<file path="src/uart_pkg.sv">
// UART transmitter shared types for the byte, register map, serializer states and status flags
package uart_pkg;

	// Host bus data width for reads and writes
	localparam int BUS_W = 16;

	// One byte as it moves through the FIFO and serializer
	typedef logic [7:0] data_t;

	// Register map over two address bits
	typedef enum logic [1:0] {
		// Write pushes the low byte into the FIFO
		ADDR_DATA   = 2'd0,
		// Bit 0 is the transmit enable
		ADDR_CTRL   = 2'd1,
		// Bit period in clock cycles
		ADDR_DIV    = 2'd2,
		// Read gives flags and level while a write clears overflow
		ADDR_STATUS = 2'd3
	} reg_addr_t;

	// Serializer FSM states
	typedef enum logic [1:0] {
		IDLE  = 2'd0,
		START = 2'd1,
		DATA  = 2'd2,
		STOP  = 2'd3
	} tx_state_t;

	// Status flags in the low nibble of a status read
	typedef struct packed {
		logic busy;
		logic overflow;
		logic full;
		logic empty;
	} status_t;

endpackage

</file>
<file path="src/fifo_wr_if.sv">
// FIFO write-side bundle carrying push data and the buffer's fill flags
`timescale 1ns/1ps

interface fifo_wr_if #(
	parameter int DEPTH = 4
);
	import uart_pkg::*;

	// One extra bit so a full FIFO can report DEPTH
	localparam int LVL_W = $clog2(DEPTH) + 1;

	// Push side
	data_t            w_data;
	logic             w_en;

	// Fill state reported back by the buffer
	logic             full;
	logic             empty;
	logic [LVL_W-1:0] level;

	// Register block pushes and watches the flags
	modport producer (
		output w_data, w_en,
		input  full, empty, level
	);

	// FIFO takes pushes and owns the flags
	modport buffer (
		input  w_data, w_en,
		output full, empty, level
	);

endinterface

</file>
<file path="src/sync_fifo.sv">
// Synchronous FIFO with registered flags and level, read data decoded at the read pointer
`timescale 1ns/1ps

module sync_fifo #(
	parameter int DEPTH = 4
) (
	input  logic            clk,
	input  logic            rst_n,
	fifo_wr_if.buffer       wr,
	output uart_pkg::data_t r_data,
	input  logic            r_en,
	output logic            empty_out
);
	import uart_pkg::*;

	// Pointer width, DEPTH is a power of two so pointers wrap on their own
	localparam int W_ADDR = $clog2(DEPTH);
	localparam int LVL_W  = W_ADDR + 1;

	// Storage array, no reset on payload
	data_t mem [0:DEPTH-1];

	logic [W_ADDR-1:0] w_ptr;
	logic [W_ADDR-1:0] r_ptr;

	// Registered flags and fill count
	logic             full_q;
	logic             empty_q;
	logic [LVL_W-1:0] level_q;

	// Qualified transfers
	logic push;
	logic pop;

	// Push on full and pop on empty are ignored
	assign push = wr.w_en && !full_q;
	assign pop  = r_en && !empty_q;

	// Oldest entry is always visible
	assign r_data = mem[r_ptr];

	// Flags out to the interface
	assign wr.full  = full_q;
	assign wr.empty = empty_q;
	assign wr.level = level_q;

	// Same empty flag on the plain read-side port
	assign empty_out = empty_q;

	// Write into the array
	always_ff @(posedge clk) begin
		if (push) begin
			mem[w_ptr] <= wr.w_data;
		end
	end

	// Pointers
	always_ff @(posedge clk or negedge rst_n) begin
		if (!rst_n) begin
			w_ptr <= '0;
			r_ptr <= '0;
		end else begin
			if (push) begin
				w_ptr <= w_ptr + 1'b1;
			end
			if (pop) begin
				r_ptr <= r_ptr + 1'b1;
			end
		end
	end

	// Level and flags move only on a lone push or a lone pop
	always_ff @(posedge clk or negedge rst_n) begin
		if (!rst_n) begin
			full_q  <= 1'b0;
			empty_q <= 1'b1;
			level_q <= '0;
		end else if (push && !pop) begin
			level_q <= level_q + 1'b1;
			empty_q <= 1'b0;
			// Last free slot just taken
			full_q  <= (level_q == LVL_W'(DEPTH - 1));
		end else if (pop && !push) begin
			level_q <= level_q - 1'b1;
			full_q  <= 1'b0;
			// Last entry just drained
			empty_q <= (level_q == LVL_W'(1));
		end
	end

endmodule

</file>
<file path="src/uart_regs.sv">
// Host register block: decodes strobed accesses, pushes bytes, holds control and overflow
`timescale 1ns/1ps

module uart_regs #(
	parameter int DEPTH     = 4,
	parameter int DIV_RESET = 4
) (
	input  logic                     clk,
	input  logic                     rst_n,
	input  uart_pkg::reg_addr_t      bus_addr,
	input  logic [uart_pkg::BUS_W-1:0] bus_wdata,
	input  logic                     bus_wen,
	input  logic                     bus_ren,
	output logic [uart_pkg::BUS_W-1:0] bus_rdata,
	fifo_wr_if.producer              wr,
	input  logic                     busy,
	output logic                     tx_en,
	output logic [uart_pkg::BUS_W-1:0] divider
);
	import uart_pkg::*;

	localparam int LVL_W = $clog2(DEPTH) + 1;

	logic             data_wr;
	logic             ovf_clr;
	logic             overflow;
	logic [LVL_W-1:0] level;
	logic [7:0]       level_byte;
	status_t          status;

	// Address decode for writes
	assign data_wr = bus_wen && (bus_addr == ADDR_DATA);
	assign ovf_clr = bus_wen && (bus_addr == ADDR_STATUS);

	// Push goes out in the same cycle as the write strobe
	assign wr.w_en   = data_wr;
	assign wr.w_data = bus_wdata[7:0];

	// Level widened into the status top byte
	assign level      = wr.level;
	assign level_byte = 8'(level);

	// Live status flags
	assign status.busy     = busy;
	assign status.overflow = overflow;
	assign status.full     = wr.full;
	assign status.empty    = wr.empty;

	// Control and divider registers
	always_ff @(posedge clk or negedge rst_n) begin
		if (!rst_n) begin
			tx_en   <= 1'b0;
			divider <= BUS_W'(DIV_RESET);
		end else if (bus_wen) begin
			if (bus_addr == ADDR_CTRL) begin
				tx_en <= bus_wdata[0];
			end
			if (bus_addr == ADDR_DIV) begin
				divider <= bus_wdata;
			end
		end
	end

	// Sticky overflow, a new drop beats a same-cycle clear
	always_ff @(posedge clk or negedge rst_n) begin
		if (!rst_n) begin
			overflow <= 1'b0;
		end else if (data_wr && wr.full) begin
			overflow <= 1'b1;
		end else if (ovf_clr) begin
			overflow <= 1'b0;
		end
	end

	// Registered read data, held until the next read
	always_ff @(posedge clk or negedge rst_n) begin
		if (!rst_n) begin
			bus_rdata <= '0;
		end else if (bus_ren) begin
			case (bus_addr)
				ADDR_CTRL:   bus_rdata <= {{(BUS_W-1){1'b0}}, tx_en};
				ADDR_DIV:    bus_rdata <= divider;
				ADDR_STATUS: bus_rdata <= {level_byte, 4'b0000, status};
				// Data register is write-only
				default:     bus_rdata <= '0;
			endcase
		end
	end

endmodule

</file>
<file path="src/uart_tx.sv">
// 8N1 serializer: pops bytes from the FIFO and shifts them out at the programmed bit period
`timescale 1ns/1ps

module uart_tx (
	input  logic                       clk,
	input  logic                       rst_n,
	input  logic                       tx_en,
	input  logic [uart_pkg::BUS_W-1:0] divider,
	input  uart_pkg::data_t            r_data,
	input  logic                       empty,
	output logic                       r_en,
	output logic                       busy,
	output logic                       tx
);
	import uart_pkg::*;

	tx_state_t        state;
	logic [BUS_W-1:0] bit_cnt;
	logic [BUS_W-1:0] bit_div;
	logic [BUS_W-1:0] div_eff;
	logic [2:0]       bit_idx;
	data_t            shift;
	logic             bit_end;

	// Divider of 0 behaves as 1
	assign div_eff = (divider == '0) ? BUS_W'(1) : divider;

	// Pop only from IDLE, only when enabled and data is there
	assign r_en = (state == IDLE) && tx_en && !empty;

	// Busy covers the pop cycle and the whole frame
	assign busy = (state != IDLE) || r_en;

	// Last cycle of the current bit
	assign bit_end = (bit_cnt == '0);

	// Frame FSM with bit-period down-counter
	always_ff @(posedge clk or negedge rst_n) begin
		if (!rst_n) begin
			state   <= IDLE;
			tx      <= 1'b1;
			bit_cnt <= '0;
			bit_div <= BUS_W'(1);
			bit_idx <= '0;
		end else begin
			case (state)
				IDLE: begin
					if (r_en) begin
						// Divider frozen for the whole frame
						bit_div <= div_eff;
						bit_cnt <= div_eff - 1'b1;
						bit_idx <= '0;
						tx      <= 1'b0;
						state   <= START;
					end
				end
				START: begin
					if (bit_end) begin
						// LSB goes first
						tx      <= shift[0];
						bit_cnt <= bit_div - 1'b1;
						state   <= DATA;
					end else begin
						bit_cnt <= bit_cnt - 1'b1;
					end
				end
				DATA: begin
					if (bit_end) begin
						bit_cnt <= bit_div - 1'b1;
						if (bit_idx == 3'd7) begin
							tx    <= 1'b1;
							state <= STOP;
						end else begin
							tx      <= shift[0];
							bit_idx <= bit_idx + 1'b1;
						end
					end else begin
						bit_cnt <= bit_cnt - 1'b1;
					end
				end
				STOP: begin
					if (bit_end) begin
						// Line stays high, next pop can follow at once
						state <= IDLE;
					end else begin
						bit_cnt <= bit_cnt - 1'b1;
					end
				end
				default: state <= IDLE;
			endcase
		end
	end

	// Shift register, loaded on the pop and advanced at each bit boundary
	always_ff @(posedge clk) begin
		if (r_en) begin
			shift <= r_data;
		end else if (bit_end && ((state == START) || (state == DATA))) begin
			shift <= shift >> 1;
		end
	end

endmodule

</file>
<file path="src/uart_tx_top.sv">
// UART transmitter top: register block feeding a FIFO drained by the serializer
`timescale 1ns/1ps

module uart_tx_top #(
	parameter int FIFO_DEPTH = 4,
	parameter int DIV_RESET  = 4
) (
	input  logic                       clk,
	input  logic                       rst_n,
	input  uart_pkg::reg_addr_t        bus_addr,
	input  logic [uart_pkg::BUS_W-1:0] bus_wdata,
	input  logic                       bus_wen,
	input  logic                       bus_ren,
	output logic [uart_pkg::BUS_W-1:0] bus_rdata,
	output logic                       tx
);
	import uart_pkg::*;

	// FIFO read side
	data_t            r_data;
	logic             r_en;
	logic             fifo_empty;

	// Control from registers, status back from the serializer
	logic             tx_en;
	logic [BUS_W-1:0] divider;
	logic             busy;

	// Write side of the FIFO
	fifo_wr_if #(.DEPTH(FIFO_DEPTH)) fifo_wr ();

	uart_regs #(
		.DEPTH     (FIFO_DEPTH),
		.DIV_RESET (DIV_RESET)
	) u_regs (
		.clk       (clk),
		.rst_n     (rst_n),
		.bus_addr  (bus_addr),
		.bus_wdata (bus_wdata),
		.bus_wen   (bus_wen),
		.bus_ren   (bus_ren),
		.bus_rdata (bus_rdata),
		.wr        (fifo_wr.producer),
		.busy      (busy),
		.tx_en     (tx_en),
		.divider   (divider)
	);

	sync_fifo #(.DEPTH(FIFO_DEPTH)) u_fifo (
		.clk       (clk),
		.rst_n     (rst_n),
		.wr        (fifo_wr.buffer),
		.r_data    (r_data),
		.r_en      (r_en),
		.empty_out (fifo_empty)
	);

	uart_tx u_tx (
		.clk     (clk),
		.rst_n   (rst_n),
		.tx_en   (tx_en),
		.divider (divider),
		.r_data  (r_data),
		.empty   (fifo_empty),
		.r_en    (r_en),
		.busy    (busy),
		.tx      (tx)
	);

endmodule

</file>
<file path="config.mk">
export PLATFORM = sky130hd
export DESIGN_NAME = uart_tx_top
export DESIGN_NICKNAME = d
export VERILOG_FILES = /design/src/uart_pkg.sv /design/src/fifo_wr_if.sv /design/src/sync_fifo.sv /design/src/uart_regs.sv /design/src/uart_tx.sv /design/src/uart_tx_top.sv
export SDC_FILE = /design/constraint.sdc
export NUM_CORES = 1
export LEC_CHECK = 0
export BUFFER_PORTS_ARGS = -buffer_cell sky130_fd_sc_hd__buf_2
export CAP_MARGIN = 20
export CORE_MARGIN = 2
export CORE_UTILIZATION = 52
export CTS_BUF_LIST = sky130_fd_sc_hd__clkbuf_2
export CTS_CLUSTER_DIAMETER = 30
export CTS_CLUSTER_SIZE = 24
export DETAILED_ROUTE_END_ITERATION = 7
export PLACE_DENSITY = 0.69
export SLEW_MARGIN = 20
export SYNTH_ARGS = -nofsm -noshare
export SYNTH_HDL_FRONTEND = slang
export SYNTH_HIERARCHICAL = 1
export SYNTH_SLANG_ARGS = --single-unit
</file>
<file path="constraint.sdc">
create_clock -name clk -period 5.27 [get_ports clk]
set_input_delay 0.527 -clock clk [delete_from_list [all_inputs] [get_ports clk]]
set_output_delay 0.527 -clock clk [all_outputs]
set_load 0.01 [all_outputs]
</file>
-- Yosys cells after proc, flatten, opt, wreduce, memory -nomap -nowiden
Memory sizes are Yosys's and may differ from the RTL's.
Index checks and enable logic that the tools add are counted.
W data, S select, Z words.
- equality and inequality tests: 16
- reduce and logical (&&, ||, !) cells: 34
- mux-type cells: 33
- $add $sub $neg: 8
- operators by type and width (kind ; number):
    $pmux W16 S3 ; 2
    $mux W16 ; 4
    $sub A16 B1 Y16 const B ; 3
    $logic_not A16 Y1 ; 2
    $mux W8 ; 2
    $mux W3 ; 5
    $mux W1 ; 12
    $logic_and A1 B1 Y1 ; 10
    $mux W2 ; 5
    $reduce_bool A2 Y1 ; 5
    $eq A2 B2 Y1 const B ; 4
    $ne A2 B1 Y1 const B ; 4
    $pmux W2 S4 ; 1
    $reduce_and A2 Y1 ; 4
    $reduce_and A4 Y1 ; 2
    $add A3 B1 Y3 const B ; 2
    $ne A2 B2 Y1 const B ; 3
    $pmux W3 S2 ; 1
    $reduce_and A5 Y1 ; 1
    $add A2 B1 Y2 const B ; 2
    $eq A2 B1 Y1 const B ; 2
    $logic_not A1 Y1 ; 4
    $logic_not A2 Y1 ; 2
    $eq A3 B1 Y1 const B ; 1
    other kinds (7) ; 8
- output and inout bits: 17
- memory bits (writable): 32
- logic and storage cells: 107
- bits of input ports: 22
- memories kept: 1
- bits in registers: 89
- memory list (name ; words ; bits a word ; rd ports ; clocked after Yosys merged registers in ; wr ports ; line ; text):
    u_fifo.mem ; 4 ; 8 ; 1 ; 0 ; 1 ; sync_fifo.sv:21 ; data_t mem [0:DEPTH-1];

-- Longest topological paths before layout
Gate-level depths: netlist (run 1).
- word-level depth: 7
- depth in mapped cells: 12

-- By module
The synthesis (run 1) kept the hierarchy.
- by module, submodules not included (module ; cells an instance ; times used ; area each (sq um)):
    uart_tx ; 411 ; 1 ; 3438.3
    sync_fifo ; 97 ; 1 ; 1727.9
    uart_regs ; 100 ; 1 ; 1463.9

-- Worst setup path after synthesis (run 1)
Ideal clock, no wire load.
- path type: register to register
- start point: reg u_tx.state[0]
- end point: reg u_fifo.level_q[0] (netlist: u_fifo/wr.level[0])
- library setup time: 83 ps
- path slack: 2559 ps
- path buffers: 3
- arrival time: 2629 ps
- required time: 5187 ps
- cell stages (with the launch flop): 13
- cell sequence: dfrtp_1 -> inv_1 -> ha_1 -> inv_1 -> or2_2 -> clkbuf_1 -> inv_1 -> buf_1 -> nand2b_1 -> ha_1 -> buf_2 -> or2_2 -> o21ai_0
- longest elaborated chain between the ends: 7
- ends and longest elaborated chain (element ; line ; text):
    from (decl) ; uart_tx.sv:17 ; tx_state_t state;
    from (signal assigned) ; uart_tx.sv:40 ; state <= IDLE;
    from (signal assigned) ; uart_tx.sv:54 ; state <= START;
    from (signal assigned) ; uart_tx.sv:62 ; state <= DATA;
    $logic_not A2 Y1 (*) ; uart_tx.sv:29 ; assign r_en = (state == IDLE) && tx_en && !empty;
    $logic_and A1 B1 Y1 (*) (2 in a row) ; uart_tx.sv:29 ;
    named net r_en ; uart_tx_top.sv:21 ; logic r_en;
    $logic_and A1 B1 Y1 (*) ; sync_fifo.sv:37 ; assign pop = r_en && !empty_q;
    $logic_not A1 Y1 ; sync_fifo.sv:78 ; end else if (push && !pop) begin
    $logic_and A1 B1 Y1 ; sync_fifo.sv:78 ;
    $mux W3 / $reduce_bool A2 Y1 (equally long branches) ; n/a ;
    to (signal assigned) ; sync_fifo.sv:79 ; level_q <= level_q + 1'b1;
    to (signal assigned) ; sync_fifo.sv:84 ; level_q <= level_q - 1'b1;
    to (decl) ; sync_fifo.sv:29 ; logic [LVL_W-1:0] level_q;
Mark *: on every way through the listed nets, which the timed path passes. The rest lies on a longest branch.
A chain may end at the register's enable or synchronous reset.

-- Worst setup path in the final report (run 1)
- start point: reg u_tx.state[0]
- end point: reg u_fifo.level_q[2] (netlist: u_fifo/wr.level[2])
The elaborated chain is that of the path after synthesis.

==> impl_metrics.json, run 1 <==
{
  "status": "finished, final reports clean",
  "drcViolationCount": 0,
  "crit_cells": 9,
  "cts-hold-fix-buffers": 11,
  "num_rows": 41,
  "fin_crit_ns": 3.56,
  "synthArstFlopShare": 0.669,
  "grt_pass1_vias": 4725,
  "wire_per_inst_um": 18.7,
  "drt_wl_total_um": 15400,
  "io_buffers": 38,
  "critPathKind": "register to register",
  "overflow": 0,
  "die_w_um": 117,
  "setup_tns_ns": 0,
  "place_area_sq_um": 6810,
  "layout.nets": 681,
  "postRouteAntennaNets": 0,
  "synthCells": 608,
  "cp_top_family": "adder cells",
  "synth-seq-cells": 121,
  "max_freq_mhz": 281,
  "setup.worst_path.start_class": "register",
  "synth_most_common_cell": "nand2_1",
  "synth_top_family_by_area": "simple AND/OR/NAND/NOR gates",
  "num_io_pins": 39,
  "first_pass_iters": 7,
  "clk_pin_slew_worst_paths_ns": 0.20,
  "initial_core_util": 0.530,
  "yosys-top-cells-count": "nand2_1, dfrtp_1, edfxtp_1, nor2_1, inv_1",
  "root_buffer": "clkbuf_2",
  "n_antenna_cell": 0,
  "synthAdderAreaFrac": 0.0359,
  "synthTopCellsByArea": "dfrtp_1, edfxtp_1, nand2_1",
  "synth_edf_count": 40,
  "synth-seq-area-share": 0.488,
  "worstPathRequired_ns": 5.89,
  "cp.arrival_ns": 4.18,
  "die_area_sq_um": 13700,
  "ir_drop_mv": 0.373,
  "leakagePower_nw": 3.02,
  "grt_antenna_before_repair": 0,
  "syn_area_sq_um": 6630,
  "numClockSinks": 121,
  "synth_area_leader_cell": "dfrtp_1",
  "synth_top_area_frac": 0.291,
  "grt_usage": 0.240,
  "n_fill_cell": 1087,
  "grt_setup_unrepaired": "false",
  "critical_path.max_stage_delay_ns": 0.67,
  "crit_fanout": 26,
  "setup_viol": 0,
  "grt_pass1_wl_um": 24800,
  "vias_per_cell": 6.02,
  "hold_violations": 0,
  "cp-end-kind": "register",
  "syn_area_per_cell_sq_um": 10.9,
  "cts_resized": 0,
  "finalClockSkew_ns": 0.0333,
  "cts_buffers": 17,
  "synth_compound_area_frac": 0.136,
  "drive_gt1_frac": 0.194,
  "min_path_cells": 1,
  "post-route-period-util": 0.676,
  "gp_congestion": 0.974,
  "grt_max_degree": 82,
  "crit_slowest_cell": "ha_1",
  "path_buf_inv": 3,
  "rr_worst_depth": 9,
  "hpwl_um": 10700,
  "cts_tree": "done",
  "slew_headroom": 0.356,
  "syn-num-nets": 649,
  "core_area_sq_um": 12500,
  "syn_to_final_growth_pct": 8.40,
  "p_per_area_nw_per_um2": 515,
  "synth-simple-area-share": 0.181,
  "maxSlewViolCount": 0,
  "htree_num_levels": 4,
  "first_iter_violations": 505,
  "maxCapViolations": 0,
  "final_area_sq_um": 7190,
  "synthMuxAreaShare": 0.0853,
  "yosysWarningCount": 6,
  "tightestPinTransition_ns": 0.966,
  "vias": 4963,
  "cp_common_cell": "inv_1",
  "synthXorXnorAreaFrac": 0.0251,
  "multi_input_area_sq_um": 3070,
  "hold_path_class": "primary input to register",
  "postCtsSetupBuffers": 0,
  "synth_cell_types": 85,
  "synth_flop_cell": "dfrtp_1",
  "crit_chain": "inv_1 -> ha_1 -> inv_1 -> or2_2 -> inv_1 -> nand2b_1 -> ha_1 -> o21bai_1 -> a211o_1",
  "die_h_um": 117,
  "regArea_sq_um": 3230,
  "clockBufferDepth": 2,
  "clock_latency_ns": 0.71
}
## cells in the final DEF (no fill, tap or decap), types with 7 or more instances in the layout
master,netlist,routed
a21oi_1,9,9
xnor2_1,13,13
o21ai_0,21,20
a211oi_1,7,7
clkbuf_2,0,17
nor3_1,15,15
nand2_1,94,94
ha_1,19,19
nand3_1,12,12
mux4_2,8,8
edfxtp_1,40,40
a31oi_1,8,8
mux2_2,12,12
nor2_1,27,27
buf_2,5,37
mux2i_1,10,10
dfrtp_1,77,77
inv_1,24,24
and2_1,8,8
o2bb2ai_1,7,7
o211ai_1,7,7
dlygate4sd3_1,0,12
mux2_4,10,10
nand4_1,8,8
a22o_1,10,10
## final cells by class
cell class / count / area share
sequential: 121 / 0.450
multi-input combinational: 424 / 0.427
timing repair buffer: 51 / 0.0451
tap: 172 / 0.0299
clock inverter: 15 / 0.0230
inverter: 25 / 0.0131
clock buffer: 17 / 0.0118
## state kept, by name (all words and copies together), names as in the netlist, 3 cells and up
signal / cells
u_tx/bit_div: 16
u_fifo/mem: 32
u_tx/shift: 8
u_fifo/wr.level: 3
u_tx/bit_idx: 3
u_regs/bus_rdata: 16
u_regs/divider: 16
u_tx/bit_cnt: 16
## cells by family after synthesis
family,count (synthesis)
flip-flops,121
AO/OA/AOI/OAI,120
AND/OR/NAND/NOR,226
buffers and inverters,63
multiplexers,40
XOR/XNOR,19
adder cells (fa/ha/maj),19
## metrics by stage
step	util	power [mW]	instances	hold slack (ns)	worst slack [ns]
4_1_cts	0.573	3.69	824	0.00120	1.69
5_1_grt	0.574	3.97	825	0.0151	1.34
2_1_floorplan	-	2.66	608	0.231	2.56
6_report	0.574	3.70	825	0.0653	1.71
3_3_place_gp	0.544	3.00	781	0.469	1.86
3_5_place_dp	0.544	3.05	781	0.468	1.74
## power breakdown
part	internal, mW	switching (mW)	total [mW]
sequential	1.22	0.317	1.53
clock	0.231	0.401	0.632
combinational	0.634	0.901	1.54
## worst paths after layout
path | from | slack, ns | to
setup / recovery | u_tx/state[0] | 1.71 | u_fifo/wr.level[2]
setup reg to reg | u_tx/state[0] | 1.71 | u_fifo/wr.level[2]
hold reg to reg | u_regs/bus_rdata[2] | 0.52 | u_regs/bus_rdata[2]
min in group asynchronous | rst_n | 0.37 | u_tx/bit_cnt[3]
max in group asynchronous | rst_n | 4.37 | u_fifo/r_ptr[0]
hold / removal | bus_wdata[5] | 0.07 | u_fifo/mem[3][5]
## metal layers
layer	share of wire	vias to the layer above	routed length, um	track usage
li1	-	2321	-	-
met1	0.45	2430	6900	0.330
met2	0.47	186	7240	0.375
met3	0.064	26	983	0.0546
met4	0.020	0	303	0.0925
met5	0	-	0	0
No activity file was read; power rests on OpenSTA's default activity.
==> inputs of run 2 (changes only) <==
- ABC_AREA: default -> 1
- clock period: 5.27 -> 3.4 ns (I/O delays scaled with it)
==> impl_metrics.json, run 2 <==
{
  "setup_tns_ns": 0,
  "postRouteAntennaNets": 0,
  "numClockSinks": 121,
  "hold_violations": 0,
  "post-route-period-util": 0.663,
  "die_w_um": 121,
  "n_antenna_cell": 0,
  "tightestPinTransition_ns": 0.860,
  "synth_edf_count": 40,
  "final_cell_mix": "nand2_1, nor2_1, inv_1",
  "grt_antenna_before_repair": 0,
  "crit_chain": "nor2_2 -> nand2_2 -> nor2_2 -> nand2_2 -> nand2_2 -> inv_1 -> ha_1 -> inv_1 -> nor2_2 -> nand3_1 -> a21oi_1 -> o21ai_0 -> nand2_1 -> a21oi_1 -> nor2_1",
  "grt_usage": 0.252,
  "crit_cells": 15,
  "yosys-top-cells-count": "nand2_1, nor2_1, inv_1, dfrtp_1, nand3_1",
  "hpwl_um": 12400,
  "crit_start": "u_regs/divider[6]",
  "total_power_mw": 6.04,
  "rr_worst_depth": 15,
  "synthArstFlopShare": 0.669,
  "drcViolationCount": 0,
  "critPathKind": "register to register",
  "maxSlewViolCount": 0,
  "htree_num_levels": 4,
  "post-route-util": 0.586,
  "synth_top_area_frac": 0.273,
  "synth_area_leader_cell": "dfrtp_1",
  "final_area_sq_um": 7760,
  "drive_gt1_frac": 0.124,
  "path_buf_inv": 2,
  "setup.worst_path.start_class": "register",
  "ir_drop_mv": 0.392,
  "slew_headroom": 0.426,
  "layout_commonest_cell": "nand2_1",
  "maxCapViolations": 0,
  "status": "finished, final reports clean",
  "setup_viol": 0,
  "hold_path_class": "primary input to asynchronous set/reset pin",
  "fin_crit_ns": 2.26,
  "overflow": 0,
  "largest_register_ffs": 32,
  "syn-num-nets": 970,
  "synthTopCellsByArea": "dfrtp_1, nand2_1, edfxtp_1",
  "cp-end-kind": "register",
  "io_buffers": 38,
  "rrSetupSlack_ns": 1.14,
  "die_h_um": 121,
  "synth_cell_types": 44,
  "clk_pin_slew_worst_paths_ns": 0.20,
  "die_area_sq_um": 14500,
  "num_rows": 42,
  "root_buffer": "clkbuf_2",
  "first_pass_iters": 7,
  "synthCells": 929,
  "endpoint": "u_tx/bit_cnt[10]",
  "critical_path.max_stage_delay_ns": 0.53,
  "initial_core_util": 0.533,
  "syn_area_per_cell_sq_um": 7.60,
  "clock_latency_ns": 0.70,
  "num_io_pins": 39,
  "syn_area_sq_um": 7060,
  "reg2reg_to": "u_tx/bit_cnt[10]",
  "grt_max_degree": 63,
  "top_register": "u_fifo/mem",
  "grt_pass1_vias": 5696,
  "cp.arrival_ns": 2.84,
  "drt_wl_total_um": 17200,
  "gp_congestion": 0.897,
  "leakagePower_nw": 3.85,
  "core_area_sq_um": 13200,
  "worstPathRequired_ns": 3.99,
  "crit_fanout": 7,
  "place_area_sq_um": 7240,
  "clockBufferDepth": 2,
  "finalClockSkew_ns": 0.0270,
  "syn_to_final_growth_pct": 9.92,
  "regArea_sq_um": 3230,
  "p_per_area_nw_per_um2": 778,
  "first_iter_violations": 603,
  "synth-seq-cells": 121,
  "wire_per_inst_um": 14.7,
  "yosysWarningCount": 6,
  "postCtsSetupBuffers": 0,
  "layout.nets": 1021,
  "cts_tree": "done",
  "cts_buffers": 17,
  "vias": 6171,
  "multi_input_area_sq_um": 3200,
  "synth_most_common_cell": "nand2_1",
  "n_fill_cell": 1233,
  "grt_pass1_wl_um": 28400,
  "vias_per_cell": 5.28,
  "crit_slowest_cell": "dfrtp_1",
  "grt_setup_unrepaired": "false",
  "cp_top_family": "simple AND/OR/NAND/NOR gates",
  "synth_flop_cell": "dfrtp_1",
  "regToRegStartpoint": "u_regs/divider[6]",
  "synth-seq-area-share": 0.458,
  "max_freq_mhz": 443
}
==> run 2: cell count changes after synthesis, sizes merged, moves of 10 or more <==
cell   change
nand2    +258
nor2      +83
nand3     +66
inv       +63
o21ai     +36
mux2      -22
a21oi     +15
nor3      -14
a22o      -10
mux2i     -10
nor4      -10
==> run 2: metal layers <==
metal / wire length (um) / track usage / vias to the layer above / part of all wire
li1: - / - / 3055 / -
met1: 7970 / 0.361 / 2877 / 0.46
met2: 7910 / 0.388 / 221 / 0.46
met3: 1160 / 0.0481 / 18 / 0.067
met4: 189 / 0.0814 / 0 / 0.011
met5: 0 / 0 / - / 0
==> run 2: kinds of logic (layout without fill, tap and decap cells) <==
family,Yosys count,after routing,synth area share
simple gates,556,556,0.326
buf+inv,125,189,0.0886
flops,121,121,0.458
compound gates,91,91,0.0728
fa+ha+maj,19,19,0.0337
xor+xnor,17,17,0.0211
==> run 2: how the worst min path moves through the flow <==
stage / to / slack (ns)
5_1_grt: u_tx/bit_div[12] / 0.24
3_5_place_dp: u_regs/bus_rdata[3] / 0.46
3_3_place_gp: u_regs/bus_rdata[3] / 0.46
4_1_cts: u_tx/bit_div[13] / 0.22
2_1_floorplan: u_fifo/r_ptr[0] / 0.04
6_report: u_tx/bit_div[11] / 0.24
==> run 2: report_power, final <==
part | total (mW) | internal, mW | switching [mW]
registers | 2.31 | 1.88 | 0.428
clock network | 1.03 | 0.434 | 0.598
logic | 2.70 | 0.911 | 1.79
==> run 2: cell type report <==
cell class	count	share of cell area
Clock inverter	14	0.0239
Inverter	88	0.0438
Multi-Input combinational cell	683	0.413
Tap cell	176	0.0284
Timing Repair Buffer	69	0.0629
Sequential cell	121	0.417
Clock buffer	18	0.0116
==> run 2: what timing repair did <==
action / CTS / global route
gates resized for setup: 0 / 0
hold buffers: 25 / 0
endpoints found under the hold margin: 122 / 0
==> run 2: stage by stage <==
| step | hold WS, ns | setup WS, ns | cells |
|---|---|---|---|
| 2_1_floorplan | 0.0444 | 1.23 | 929 |
| 3_3_place_gp | 0.460 | 1.23 | 1112 |
| 3_5_place_dp | 0.460 | 1.17 | 1112 |
| 4_1_cts | 0.215 | 1.17 | 1169 |
| 5_1_grt | 0.239 | 0.925 | 1169 |
| 6_report | 0.238 | 1.14 | 1169 |
